## src/cache_pkg.sv

```systemverilog
package cache_pkg;

	localparam int addr_w = 32;
	localparam int word_w = 32;
	localparam int bytes_per_word = 4;
	localparam int words_per_line = 4;
	localparam int offset_w = 4;		// byte + word offset
	localparam int beat_w = 16;
	localparam int beats_per_line = word_w * words_per_line / beat_w;
	localparam int ways = 2;
	localparam int word_sel_w = $clog2(words_per_line);
	localparam int line_addr_w = addr_w - offset_w;

	// tag field sized for the smallest index
	localparam int min_set_bits = 2;
	localparam int tag_w = addr_w - offset_w - min_set_bits;

	typedef logic [word_w-1:0] word_t;
	typedef logic [tag_w-1:0] tag_t;

	// word 0 sits in the top bits, beat 0 is its high half
	typedef union packed {
		word_t [0:words_per_line-1] words;
		logic [0:beats_per_line-1][beat_w-1:0] beats;
	} line_u;

	typedef struct packed {
		logic valid;
		logic dirty;
		tag_t tag;
	} way_flags_t;

	typedef struct packed {
		way_flags_t [ways-1:0] way;
		logic lru;		// next victim
	} set_flags_t;

	typedef line_u [ways-1:0] set_line_t;
	typedef logic [ways-1:0][0:words_per_line-1][bytes_per_word-1:0] set_be_t;

	typedef enum logic [2:0] {
		st_idle,
		st_lookup,
		st_done,
		st_evict,
		st_fill,
		st_reread
	} ctrl_state_e;

endpackage

```

## src/set_port_if.sv

```systemverilog
`timescale 1ns/1ns

interface set_port_if #(
	parameter int set_bits = 4
);
	logic en;
	logic rd;
	logic wr_data;
	logic wr_flag;
	logic [set_bits-1:0] index;
	cache_pkg::set_flags_t flag_in;
	cache_pkg::set_line_t line_in;
	cache_pkg::set_be_t byte_en;
	cache_pkg::set_flags_t flag_out;		// valid one cycle after en && rd
	cache_pkg::set_line_t line_out;

	modport store (
		input en, rd, wr_data, wr_flag, index, flag_in, line_in, byte_en,
		output flag_out, line_out
	);
	modport ctrl (output en, rd, wr_data, wr_flag);
	modport merge (output flag_in, line_in, byte_en, input flag_out, line_out);
	modport decode (output index, input flag_out);

endinterface

```

## src/lookup_if.sv

```systemverilog
`timescale 1ns/1ns

interface lookup_if;
	logic hit;
	logic hit_way;
	logic victim_way;
	logic victim_dirty;
	logic [cache_pkg::line_addr_w-1:0] victim_line_addr;
	logic [cache_pkg::line_addr_w-1:0] fill_line_addr;
	cache_pkg::tag_t tag;
	logic [cache_pkg::word_sel_w-1:0] word_sel;

	modport driver (
		output hit, hit_way, victim_way, victim_dirty,
		output victim_line_addr, fill_line_addr, tag, word_sel
	);
	modport reader (
		input hit, hit_way, victim_way, victim_dirty,
		input victim_line_addr, fill_line_addr, tag, word_sel
	);

endinterface

```

## src/cache_ctrl.sv

```systemverilog
`timescale 1ns/1ns

module cache_ctrl (
	input logic clk_50m,
	input logic rst_n,
	input logic valid,
	input logic rd,
	input logic wr,
	output logic done,
	output logic mem_valid,
	output logic mem_wr,
	output logic mem_rd,
	input logic mem_done,
	set_port_if.ctrl port,
	lookup_if.reader look,
	output logic [cache_pkg::line_addr_w-1:0] mem_addr
);

	cache_pkg::ctrl_state_e state, state_next;

	always_ff @(posedge clk_50m, negedge rst_n) begin
		if (!rst_n)
			state <= cache_pkg::st_idle;
		else
			state <= state_next;
	end

	always_comb begin
		state_next = state;
		done = 1'b0;
		port.en = 1'b0;
		port.rd = 1'b0;
		port.wr_data = 1'b0;
		port.wr_flag = 1'b0;
		mem_valid = 1'b0;
		mem_wr = 1'b0;
		mem_rd = 1'b0;
		mem_addr = look.fill_line_addr;

		case (state)
			cache_pkg::st_idle: begin
				if (valid && (rd || wr)) begin
					port.en = 1'b1;		// read the set
					port.rd = 1'b1;
					state_next = cache_pkg::st_lookup;
				end
			end
			cache_pkg::st_lookup: begin
				if (look.hit)
					state_next = cache_pkg::st_done;
				else if (look.victim_dirty)
					state_next = cache_pkg::st_evict;
				else
					state_next = cache_pkg::st_fill;
			end
			cache_pkg::st_done: begin
				done = 1'b1;
				port.en = 1'b1;
				port.wr_flag = 1'b1;	// lru update on reads too
				port.wr_data = wr;
				state_next = cache_pkg::st_idle;
			end
			cache_pkg::st_evict: begin
				mem_valid = 1'b1;
				mem_wr = 1'b1;
				mem_addr = look.victim_line_addr;
				if (mem_done)
					state_next = cache_pkg::st_fill;
			end
			cache_pkg::st_fill: begin
				mem_valid = 1'b1;
				mem_rd = 1'b1;
				if (mem_done) begin
					port.en = 1'b1;
					port.wr_data = 1'b1;
					port.wr_flag = 1'b1;
					state_next = cache_pkg::st_reread;
				end
			end
			cache_pkg::st_reread: begin
				port.en = 1'b1;
				port.rd = 1'b1;
				state_next = cache_pkg::st_done;
			end
			default: state_next = cache_pkg::st_idle;
		endcase
	end

endmodule

```

## src/flat_wrapper.sv

```systemverilog
// flat-port wrapper written by rule: the top's interface ports become plain ports
module cache_ctrl_flat 
  (clk_50m, rst_n, valid, rd, wr, done, mem_valid, mem_wr, mem_rd, mem_done, mem_addr, port_en, port_rd, port_wr_data, port_wr_flag, look_hit, look_hit_way, look_victim_way, look_victim_dirty, look_victim_line_addr, look_fill_line_addr, look_tag, look_word_sel);
  set_port_if port_i ();
  lookup_if look_i ();
  input logic clk_50m;
  input logic rst_n;
  input logic valid;
  input logic rd;
  input logic wr;
  output logic done;
  output logic mem_valid;
  output logic mem_wr;
  output logic mem_rd;
  input logic mem_done;
  output logic [cache_pkg::line_addr_w-1:0] mem_addr;
  output wire logic [$bits(port_i.en)-1:0] port_en;
  output wire logic [$bits(port_i.rd)-1:0] port_rd;
  output wire logic [$bits(port_i.wr_data)-1:0] port_wr_data;
  output wire logic [$bits(port_i.wr_flag)-1:0] port_wr_flag;
  input wire logic [$bits(look_i.hit)-1:0] look_hit;
  input wire logic [$bits(look_i.hit_way)-1:0] look_hit_way;
  input wire logic [$bits(look_i.victim_way)-1:0] look_victim_way;
  input wire logic [$bits(look_i.victim_dirty)-1:0] look_victim_dirty;
  input wire logic [$bits(look_i.victim_line_addr)-1:0] look_victim_line_addr;
  input wire logic [$bits(look_i.fill_line_addr)-1:0] look_fill_line_addr;
  input wire logic [$bits(look_i.tag)-1:0] look_tag;
  input wire logic [$bits(look_i.word_sel)-1:0] look_word_sel;
  assign port_en = port_i.en;
  assign port_rd = port_i.rd;
  assign port_wr_data = port_i.wr_data;
  assign port_wr_flag = port_i.wr_flag;
  assign look_i.hit = look_hit;
  assign look_i.hit_way = look_hit_way;
  assign look_i.victim_way = look_victim_way;
  assign look_i.victim_dirty = look_victim_dirty;
  assign look_i.victim_line_addr = look_victim_line_addr;
  assign look_i.fill_line_addr = look_fill_line_addr;
  assign look_i.tag = look_tag;
  assign look_i.word_sel = look_word_sel;
  cache_ctrl u_core (.clk_50m(clk_50m), .rst_n(rst_n), .valid(valid), .rd(rd), .wr(wr), .done(done), .mem_valid(mem_valid), .mem_wr(mem_wr), .mem_rd(mem_rd), .mem_done(mem_done), .port(port_i), .look(look_i), .mem_addr(mem_addr));
endmodule
```

## config.mk

```make
export PLATFORM = sky130hd
export DESIGN_NAME = cache_ctrl_flat
export DESIGN_NICKNAME = d
export VERILOG_FILES = /design/src/cache_pkg.sv /design/src/set_port_if.sv /design/src/lookup_if.sv /design/src/cache_ctrl.sv /design/src/flat_wrapper.sv
export SDC_FILE = /design/constraint.sdc
export NUM_CORES = 1
export LEC_CHECK = 0
export BUFFER_PORTS_ARGS = -buffer_cell sky130_fd_sc_hd__buf_2
export CORE_ASPECT_RATIO = 1.2
export CORE_MARGIN = 2
export CORE_UTILIZATION = 24
export CTS_CLUSTER_DIAMETER = 40
export DETAILED_ROUTE_END_ITERATION = 6
export PLACE_DENSITY = 0.81
export RECOVER_POWER = 25
export SLEW_MARGIN = 30
export SYNTH_ARGS = -nofsm -noshare
export SYNTH_HDL_FRONTEND = slang
export SYNTH_SLANG_ARGS = --single-unit
```

## constraint.sdc

```tcl
create_clock -name clk_50m -period 1.5 [get_ports clk_50m]
set_clock_uncertainty 0.1 [all_clocks]
set_input_delay 0 -clock clk_50m [delete_from_list [all_inputs] [get_ports clk_50m]]
set_output_delay 0 -clock clk_50m [all_outputs]
set_load 0.03 [all_outputs]
```

Word level (Yosys, flattened, before mapping)
Cells that the tools add are included.
W data, S select, Z words.
Word-level totals
  register bits: 3
  latch bits: 0
  bits in writable memories: 0
  bits in read-only memories: 0
  bits of input ports: 94
  memories kept: 0
Operators by class
  $add $sub $neg: 0
  multiply operators: 0
  divide/modulo/power cells: 0
  $lt $le $gt $ge: 0
  eq/ne operators: 8
  shifts and indexed selects: 0
  multiplexer cells: 17
  bitwise logic cells: 0
  reductions and logical operators: 6
Operator list (number)
  $mux W28: 1
  $mux W3: 5
  $pmux W3 S5: 1
  $eq A3 B2 Y1 const B: 2
  $eq A3 B3 Y1 const B: 2
  $mux W1: 6
  $pmux W1 S2: 3
  $ne A2 B2 Y1 const B: 2
  $reduce_or A2 Y1: 2
  $eq A3 B1 Y1 const B: 1
  $logic_not A3 Y1: 1
  $pmux W1 S3: 1
  $reduce_and A3 Y1: 1
  $ne A2 B1 Y1 const B: 1
  $logic_and A1 B1 Y1: 1
  $logic_or A1 B1 Y1: 1

Depth between registers and ports, before layout
Gate-level depths: netlist of the first run.
  word-level depth: 4
  depth in mapped cells: 4
  depth with buffers taken out: 3

Worst setup path after synthesis of the first run
No wires, ideal clock.
  kind: register to output
  start point: register u_core.state[2]
  end point: output port_wr_data
  arrival: 1467 ps
  required time: 1400 ps
  path slack: -67 ps
  stages on the path, launching flop included: 4
  buffers on the path: 0
  path through: dfrtp_1 > nand2b_4 > nor2_1 > a22o_1
Between the ends
  cells in the longest elaborated chain, start to end: 2
  elaborated cells between the ends (all ways): 3
  classes of those cells: 2 x eq/ne; 1 x mux
Ends and longest elaborated chain
  from (decl): line cache_ctrl.sv:19  | cache_pkg::ctrl_state_e state, state_next;
  from (signal assigned): line cache_ctrl.sv:23  | state <= cache_pkg::st_idle;
  from (signal assigned): line cache_ctrl.sv:25  | state <= state_next;
  $eq A3 B3 Y1 or $eq A3 B2 Y1 (tied branches): line cache_ctrl.sv:40  | case (state)
  $pmux W1 S2 *: line cache_ctrl.sv:40
  to (decl): line flat_wrapper.sv:19  | output wire logic [$bits(port_i.wr_data)-1:0] port_wr_data;
Mark *: on every way between the ends. The rest lies on a longest branch, timed or not.

Worst setup path after layout of the first run
  start point: register u_core.state[2]
  end point: output mem_addr[10] (netlist bit)
Between the ends
  cells in the longest elaborated chain, start to end: 2
Ends and longest elaborated chain
  $eq A3 B2 Y1: line cache_ctrl.sv:40
  $mux W28: line cache_ctrl.sv:40
  to (decl): line flat_wrapper.sv:16  | output logic [cache_pkg::line_addr_w-1:0] mem_addr;
No other way between the ends.

==> metrics.cfg, run 1 <==
[status]
outcome=finished with violations
violations_in_the_final_reports=negative setup slack

[finish]
final_cell_count_no_fill=202
post_route_cells_drive_above_1_share_pct=86.4
fill_cells=210
nNetsFinal=264
registers_with_the_highest_flip_flop_counts=u_core.state x3
antenna-diode-count=0
finish.instance_area_um2=1490
largest_register_ffs=3
area_delta_synth_final_pct=144
registers.top_by_ff_count=u_core.state
final_util_pct=60.1

[place]
dpl.cell_count=196
worst_case_setup_slack_after_placement_ns=0.0286
hpwl_mm=2.25
io_buffers=99
detailed_place.area_um2=1180
globalplace.congestion=0.704

[synthesis]
post-synth-top-count-cell=sky130_fd_sc_hd__mux2_2
ys_seq_area_share_pct=12.3
yosys-top-cells-area=sky130_fd_sc_hd__mux2_2 (54%), sky130_fd_sc_hd__dfrtp_1 (12%), sky130_fd_sc_hd__buf_6 (3.7%)
post_synth_inst_count=62
number_of_synthesized_flops_with_an_enable_pin=0
yosys_warnings=0
post_synth_most_frequent_cells=sky130_fd_sc_hd__mux2_2 (29), sky130_fd_sc_hd__nor2_1 (5), sky130_fd_sc_hd__dfrtp_1 (3), sky130_fd_sc_hd__nand2_1 (3)
async_flop_share_pct=100
synth_top_cell_by_area=sky130_fd_sc_hd__mux2_2
syn-mean-instance-area_um2=9.83
register_bit_total_from_synthesis=3
synth.top_cell.area_share_pct=53.6
yosysUniqueCellTypes=22
synth_area_um2=609
synth_fp_nets=156
yosys_most_used_dff=sky130_fd_sc_hd__dfrtp_1

[grt]
grt_antenna_before_repair=0
track_usage_pct=19.3
vias_in_the_first_global_route=1014
first_pass_grt_wire_length_mm=4.29
maximum_number_of_pins_on_one_net_before_global_route_repair=18
global_route.overflow_total=0

[cts]
clock-root-buffer=sky130_fd_sc_hd__clkbuf_4
clockBufferDepth=2
clk_transition_reported_paths_ns=0.04
insertion_delay_ns=0.24
clk_sink_count=3
htree_levels=1
numCtsBuffers=3
tritoncts=yes

[sta]
fin_crit_sh_pct=113
worst_hold_slack_ns=0.0180
layout_setup_ws_ns=-0.190
unrepaired_setup_endpoints_after_global_routing=yes
final.setup.tns_ns=-4.36
final_period_minus_worst_setup_slack_ns=1.69
finalSetupViolCount=29
fmax_ghz=0.592
final_hold_viol_count=0
slew-limit-headroom_pct=81.9
finalMaxSlewViolations=0
tightestPinTransition_ns=0.270

[critical_path]
startpoint_type=flip-flop
critical_path.cell_chain=nand2b_4, nor2_4, buf_12, mux2_2, buf_6
arrival_ns=1.59
critical_path_peak_fanout=14
critical_path_s_slowest_cell=sky130_fd_sc_hd__dfrtp_1
r2r.worst_path.cells=4
cp-end-kind=primary output
worstPathRequired_ns=1.40
critical_path_class=reg -> out
critical-path-max-stage-delay_ns=0.37

[die]
chipHeight_um=59.2
fp.dieArea_um2=2960
initial_utilization_pct=24.6
placement_row_count=20
core_area_um2=2480
ioPinCount=130
floorplan.die.width_um=50.0

[pwr]
combinationalPowerShare_pct=84.3
internal-power_mw=0.985
worst_ir_drop_on_vdd_mv=0.841
switching_power_mw=0.935
power.share.switching_pct=48.7
post_route_total_power_mw=1.92
seq_power_share_pct=7.7
power-per-cell-area_nw_per_um2=1290
clock_power_share_pct=8.0
p_leak_nw=0.794

[flow_run]
timing.max_cap.violations=0

[drt]
postRouteWirelength_mm=3.28
via_count=958
drt_drc=0
via_per_inst=4.74
drt_iter0_markers=7
detailed_router_iteration_count_before_antenna_repair=4
antenna_left=0
avgRoutedWirePerCell_um=16.2

[worst_hold_path]
worst_hold_path_class=in -> async

final cells by class:
cell class	count	area, um^2	area share, %
Clock buffer	4	26.3	1.76
Inverter	2	7.51	0.504
Multi-Input combinational cell	53	561	37.6
Sequential cell	3	76.3	5.13
Tap cell	33	41.3	2.77
Timing Repair Buffer	107	777	52.2
metal layers:
metal,GRT usage (%),vias to the layer above,part of all wire [%]
met1,18.2,441,33
met4,11.5,0,3.3
met5,0,-,0
met2,37.8,62,56
met3,3.79,10,7.8
li1,-,445,-
worst max-delay path: cells and delay by family (launching register included):
| kind | cells | cell delay [ns] |
|---|---|---|
| buf+inv | 2 | 0.32 |
| simple gates | 2 | 0.29 |
| mux | 1 | 0.37 |
| flops | 1 | 0.37 |
power groups by stage:
stage / Sequential (mW) / Combinational, mW / Clock [mW]
finish: 0.148 / 1.62 / 0.153
global route: 0.151 / 1.69 / 0.161
CTS: 0.151 / 1.47 / 0.153
detailed placement: 0.150 / 1.27 / 0
global placement: 0.148 / 1.25 / 0
floorplan: 0.166 / 0.861 / 0
cell families (layout without fill, tap and decap cells):
group                  count (synthesis)  in the layout  share of synthesized area (%)
buffers and inverters                  6            113                           8.21
muxes                                 29             29                           53.6
and+or+nand+nor                       14             14                           13.6
DFF                                    3              3                           12.3
AOI/OAI and AO/OA                     10             10                           12.3
cell usage in the layout, fill, tap and decap left out, types with 2 or more instances in the layout:
cell type | netlist | final
sky130_fd_sc_hd__buf_6 | 2 | 32
sky130_fd_sc_hd__clkbuf_1 | 0 | 2
sky130_fd_sc_hd__dfrtp_1 | 3 | 2
sky130_fd_sc_hd__buf_12 | 0 | 2
sky130_fd_sc_hd__buf_2 | 1 | 68
sky130_fd_sc_hd__nor2_1 | 5 | 3
sky130_fd_sc_hd__clkbuf_4 | 0 | 3
sky130_fd_sc_hd__nor2_4 | 1 | 2
sky130_fd_sc_hd__buf_4 | 0 | 3
sky130_fd_sc_hd__a22o_1 | 2 | 2
sky130_fd_sc_hd__nand2_1 | 3 | 3
sky130_fd_sc_hd__mux2_2 | 29 | 12
sky130_fd_sc_hd__mux2_4 | 0 | 17
path summary, 6_finish.rpt:
check	from	to	slack [ns]
max in group asynchronous	rst_n	u_core.state[1]	1.11
worst max-delay path	u_core.state[2]	mem_addr[10]	-0.19
min in group clk_50m	mem_done	u_core.state[2]	0.02
worst max register to register	u_core.state[1]	u_core.state[0]	0.02
worst min register to register	u_core.state[0]	u_core.state[1]	0.49
worst min-delay path	rst_n	u_core.state[0]	0.02
repair_timing:
action / 4_1_cts / 5_1_grt
endpoints found under the setup margin: 31 / 31
endpoints found under the hold margin: 3 / 0
pin swaps: 0 / 4
cloned: 0 / 0
resized for setup: 64 / 23
hold buffers: 1 / 0
setup buffers: 0 / 1
Note: power is estimated with default switching activity, not from simulation.
==> run 2: changes to the inputs <==
- BUFFER_PORTS_ARGS: -buffer_cell sky130_fd_sc_hd__buf_2 -> -buffer_cell sky130_fd_sc_hd__clkbuf_2
==> metrics.cfg, run 2 (synthesis results as in run 1) <==
[finish]
registers_with_the_highest_flip_flop_counts=u_core.state x3
area_delta_synth_final_pct=157
fill_cells=211
final_util_pct=63.2
layout_commonest_cell=sky130_fd_sc_hd__clkbuf_2
registers.top_by_ff_count=u_core.state
largest_register_ffs=3
layout_common_cells=sky130_fd_sc_hd__clkbuf_2 (67), sky130_fd_sc_hd__mux2_2 (16), sky130_fd_sc_hd__clkbuf_8 (15), sky130_fd_sc_hd__buf_8 (14), sky130_fd_sc_hd__mux2_4 (13)
post_route_cells_drive_above_1_share_pct=85.8
nNetsFinal=264
antenna-diode-count=0

[critical_path]
startpoint_type=flip-flop
crit_path_start=u_core.state[2]
r2r.worst_path.cells=4
critical-path-max-stage-delay_ns=0.37
cp-end-kind=primary output
critical_path_s_slowest_cell=sky130_fd_sc_hd__dfrtp_1
worstPathRequired_ns=1.40
reg2reg_slack_ns=0.03
cpLargestDelayFamily=flip-flops
critical_path.cell_chain=nand2b_4, nor2_4, buf_12, mux2_2, clkbuf_8
regToRegEndpoint=u_core.state[0]
critical_path_capture_point=mem_addr[10]
critical_path_peak_fanout=16
critical_path_class=reg -> out
rr_startpoint=u_core.state[1]
arrival_ns=1.58
critPathBufInv=2
timing.critical_path.depth=5

[die]
fp.dieArea_um2=2960
core_area_um2=2480
placement_row_count=20
ioPinCount=130
chipHeight_um=59.2
floorplan.die.width_um=50.0
initial_utilization_pct=24.6

[cts]
tritoncts=yes
clk_transition_reported_paths_ns=0.04
clk_sink_count=3
numCtsBuffers=3
clock-root-buffer=sky130_fd_sc_hd__clkbuf_4
htree_levels=1
insertion_delay_ns=0.23
clockBufferDepth=2

[sta]
unrepaired_setup_endpoints_after_global_routing=yes
fin_crit_sh_pct=112
tightestPinTransition_ns=0.304
worst_hold_slack_ns=0.0169
layout_setup_ws_ns=-0.177
finalSetupViolCount=28
final.setup.tns_ns=-4.26
slew-limit-headroom_pct=79.6
final_hold_viol_count=0
finalMaxSlewViolations=0
fmax_ghz=0.596
final_period_minus_worst_setup_slack_ns=1.68

[drt]
postRouteWirelength_mm=3.16
via_per_inst=4.61
drt_drc=0
drt_iter0_markers=12
antenna_left=0
avgRoutedWirePerCell_um=15.7
via_count=931
detailed_router_iteration_count_before_antenna_repair=4

[place]
hpwl_mm=2.11
io_buffers=99
globalplace.congestion=0.706

[grt]
grt_antenna_before_repair=0
maximum_number_of_pins_on_one_net_before_global_route_repair=17
global_route.overflow_total=0
track_usage_pct=20.5
vias_in_the_first_global_route=968
first_pass_grt_wire_length_mm=4.53

[pwr]
switching_power_mw=0.924
seq_power_share_pct=7.3
power-per-cell-area_nw_per_um2=1260
clock_power_share_pct=7.2
power.share.switching_pct=46.9
internal-power_mw=1.04
combinationalPowerShare_pct=85.5
p_leak_nw=0.826
worst_ir_drop_on_vdd_mv=1.07

[flow_run]
timing.max_cap.violations=0

[status]
violations_in_the_final_reports=negative setup slack
outcome=finished with violations

[worst_hold_path]
worst_hold_path_class=in -> async

## run 2: cell types whose count changed in the layout (fill, tap and decap cells not counted), moves of 2 or more
cell / delta
sky130_fd_sc_hd__buf_2: -68
sky130_fd_sc_hd__clkbuf_2: +67
sky130_fd_sc_hd__buf_6: -30
sky130_fd_sc_hd__clkbuf_8: +15
sky130_fd_sc_hd__buf_8: +14
sky130_fd_sc_hd__mux2_2: +4
sky130_fd_sc_hd__mux2_4: -4
sky130_fd_sc_hd__buf_4: +2
## run 2: layer usage
layer	global-route usage (%)	up-vias	wire, um
met5	0	-	0
met4	6.75	0	23
met3	3.28	2	237
met2	40.4	58	1810
met1	21.6	423	1090
li1	-	448	-
## run 2: repair_timing
action,4_1_cts,5_1_grt
pin swaps,0,1
setup buffers,1,1
resized for setup,73,26
hold buffers,1,0
setup endpoints to repair,31,32
hold endpoints to repair,3,0
## run 2: how the worst min path moves through the flow
stage,from,to,slack (ns),cells past startpoint
finish,rst_n,u_core.state[1],0.02,2
global route,rst_n,u_core.state[1],0.04,2
CTS,rst_n,u_core.state[1],0.02,2
detailed placement,rst_n,u_core.state[1],-0.30,1
global placement,rst_n,u_core.state[1],-0.30,1
floorplan,rst_n,u_core.state[0],-0.40,0
## run 2: power groups by stage
stage          Clock [mW]  Sequential (mW)  Combinational, mW
4_1_cts             0.142            0.144               1.57
6_report            0.141            0.143               1.68
3_3_place_gp            0            0.148               1.25
3_5_place_dp            0            0.151               1.26
5_1_grt             0.155            0.149               1.76
2_1_floorplan           0            0.166              0.861
## run 2: area by class of cell
| class | instances | area, um^2 | share of cell area [%] |
|---|---|---|---|
| timing repair buffer | 107 | 866 | 55.3 |
| inverter | 2 | 7.51 | 0.480 |
| clock buffer | 4 | 26.3 | 1.68 |
| multi-input combinational | 53 | 548 | 35.0 |
| tap | 33 | 41.3 | 2.64 |
| sequential | 3 | 76.3 | 4.88 |
## run 2: through the flow
step,worst slack [ns],cell area (um^2),power [mW],instances
final,-0.177,1570,1.97,202
after global routing,-0.238,1570,2.07,202
after CTS,-0.192,1520,1.85,202
after detailed placement,0.00204,1180,1.41,196
after global placement,0.0243,1180,1.40,196
after floorplan,0.0672,612,1.03,62
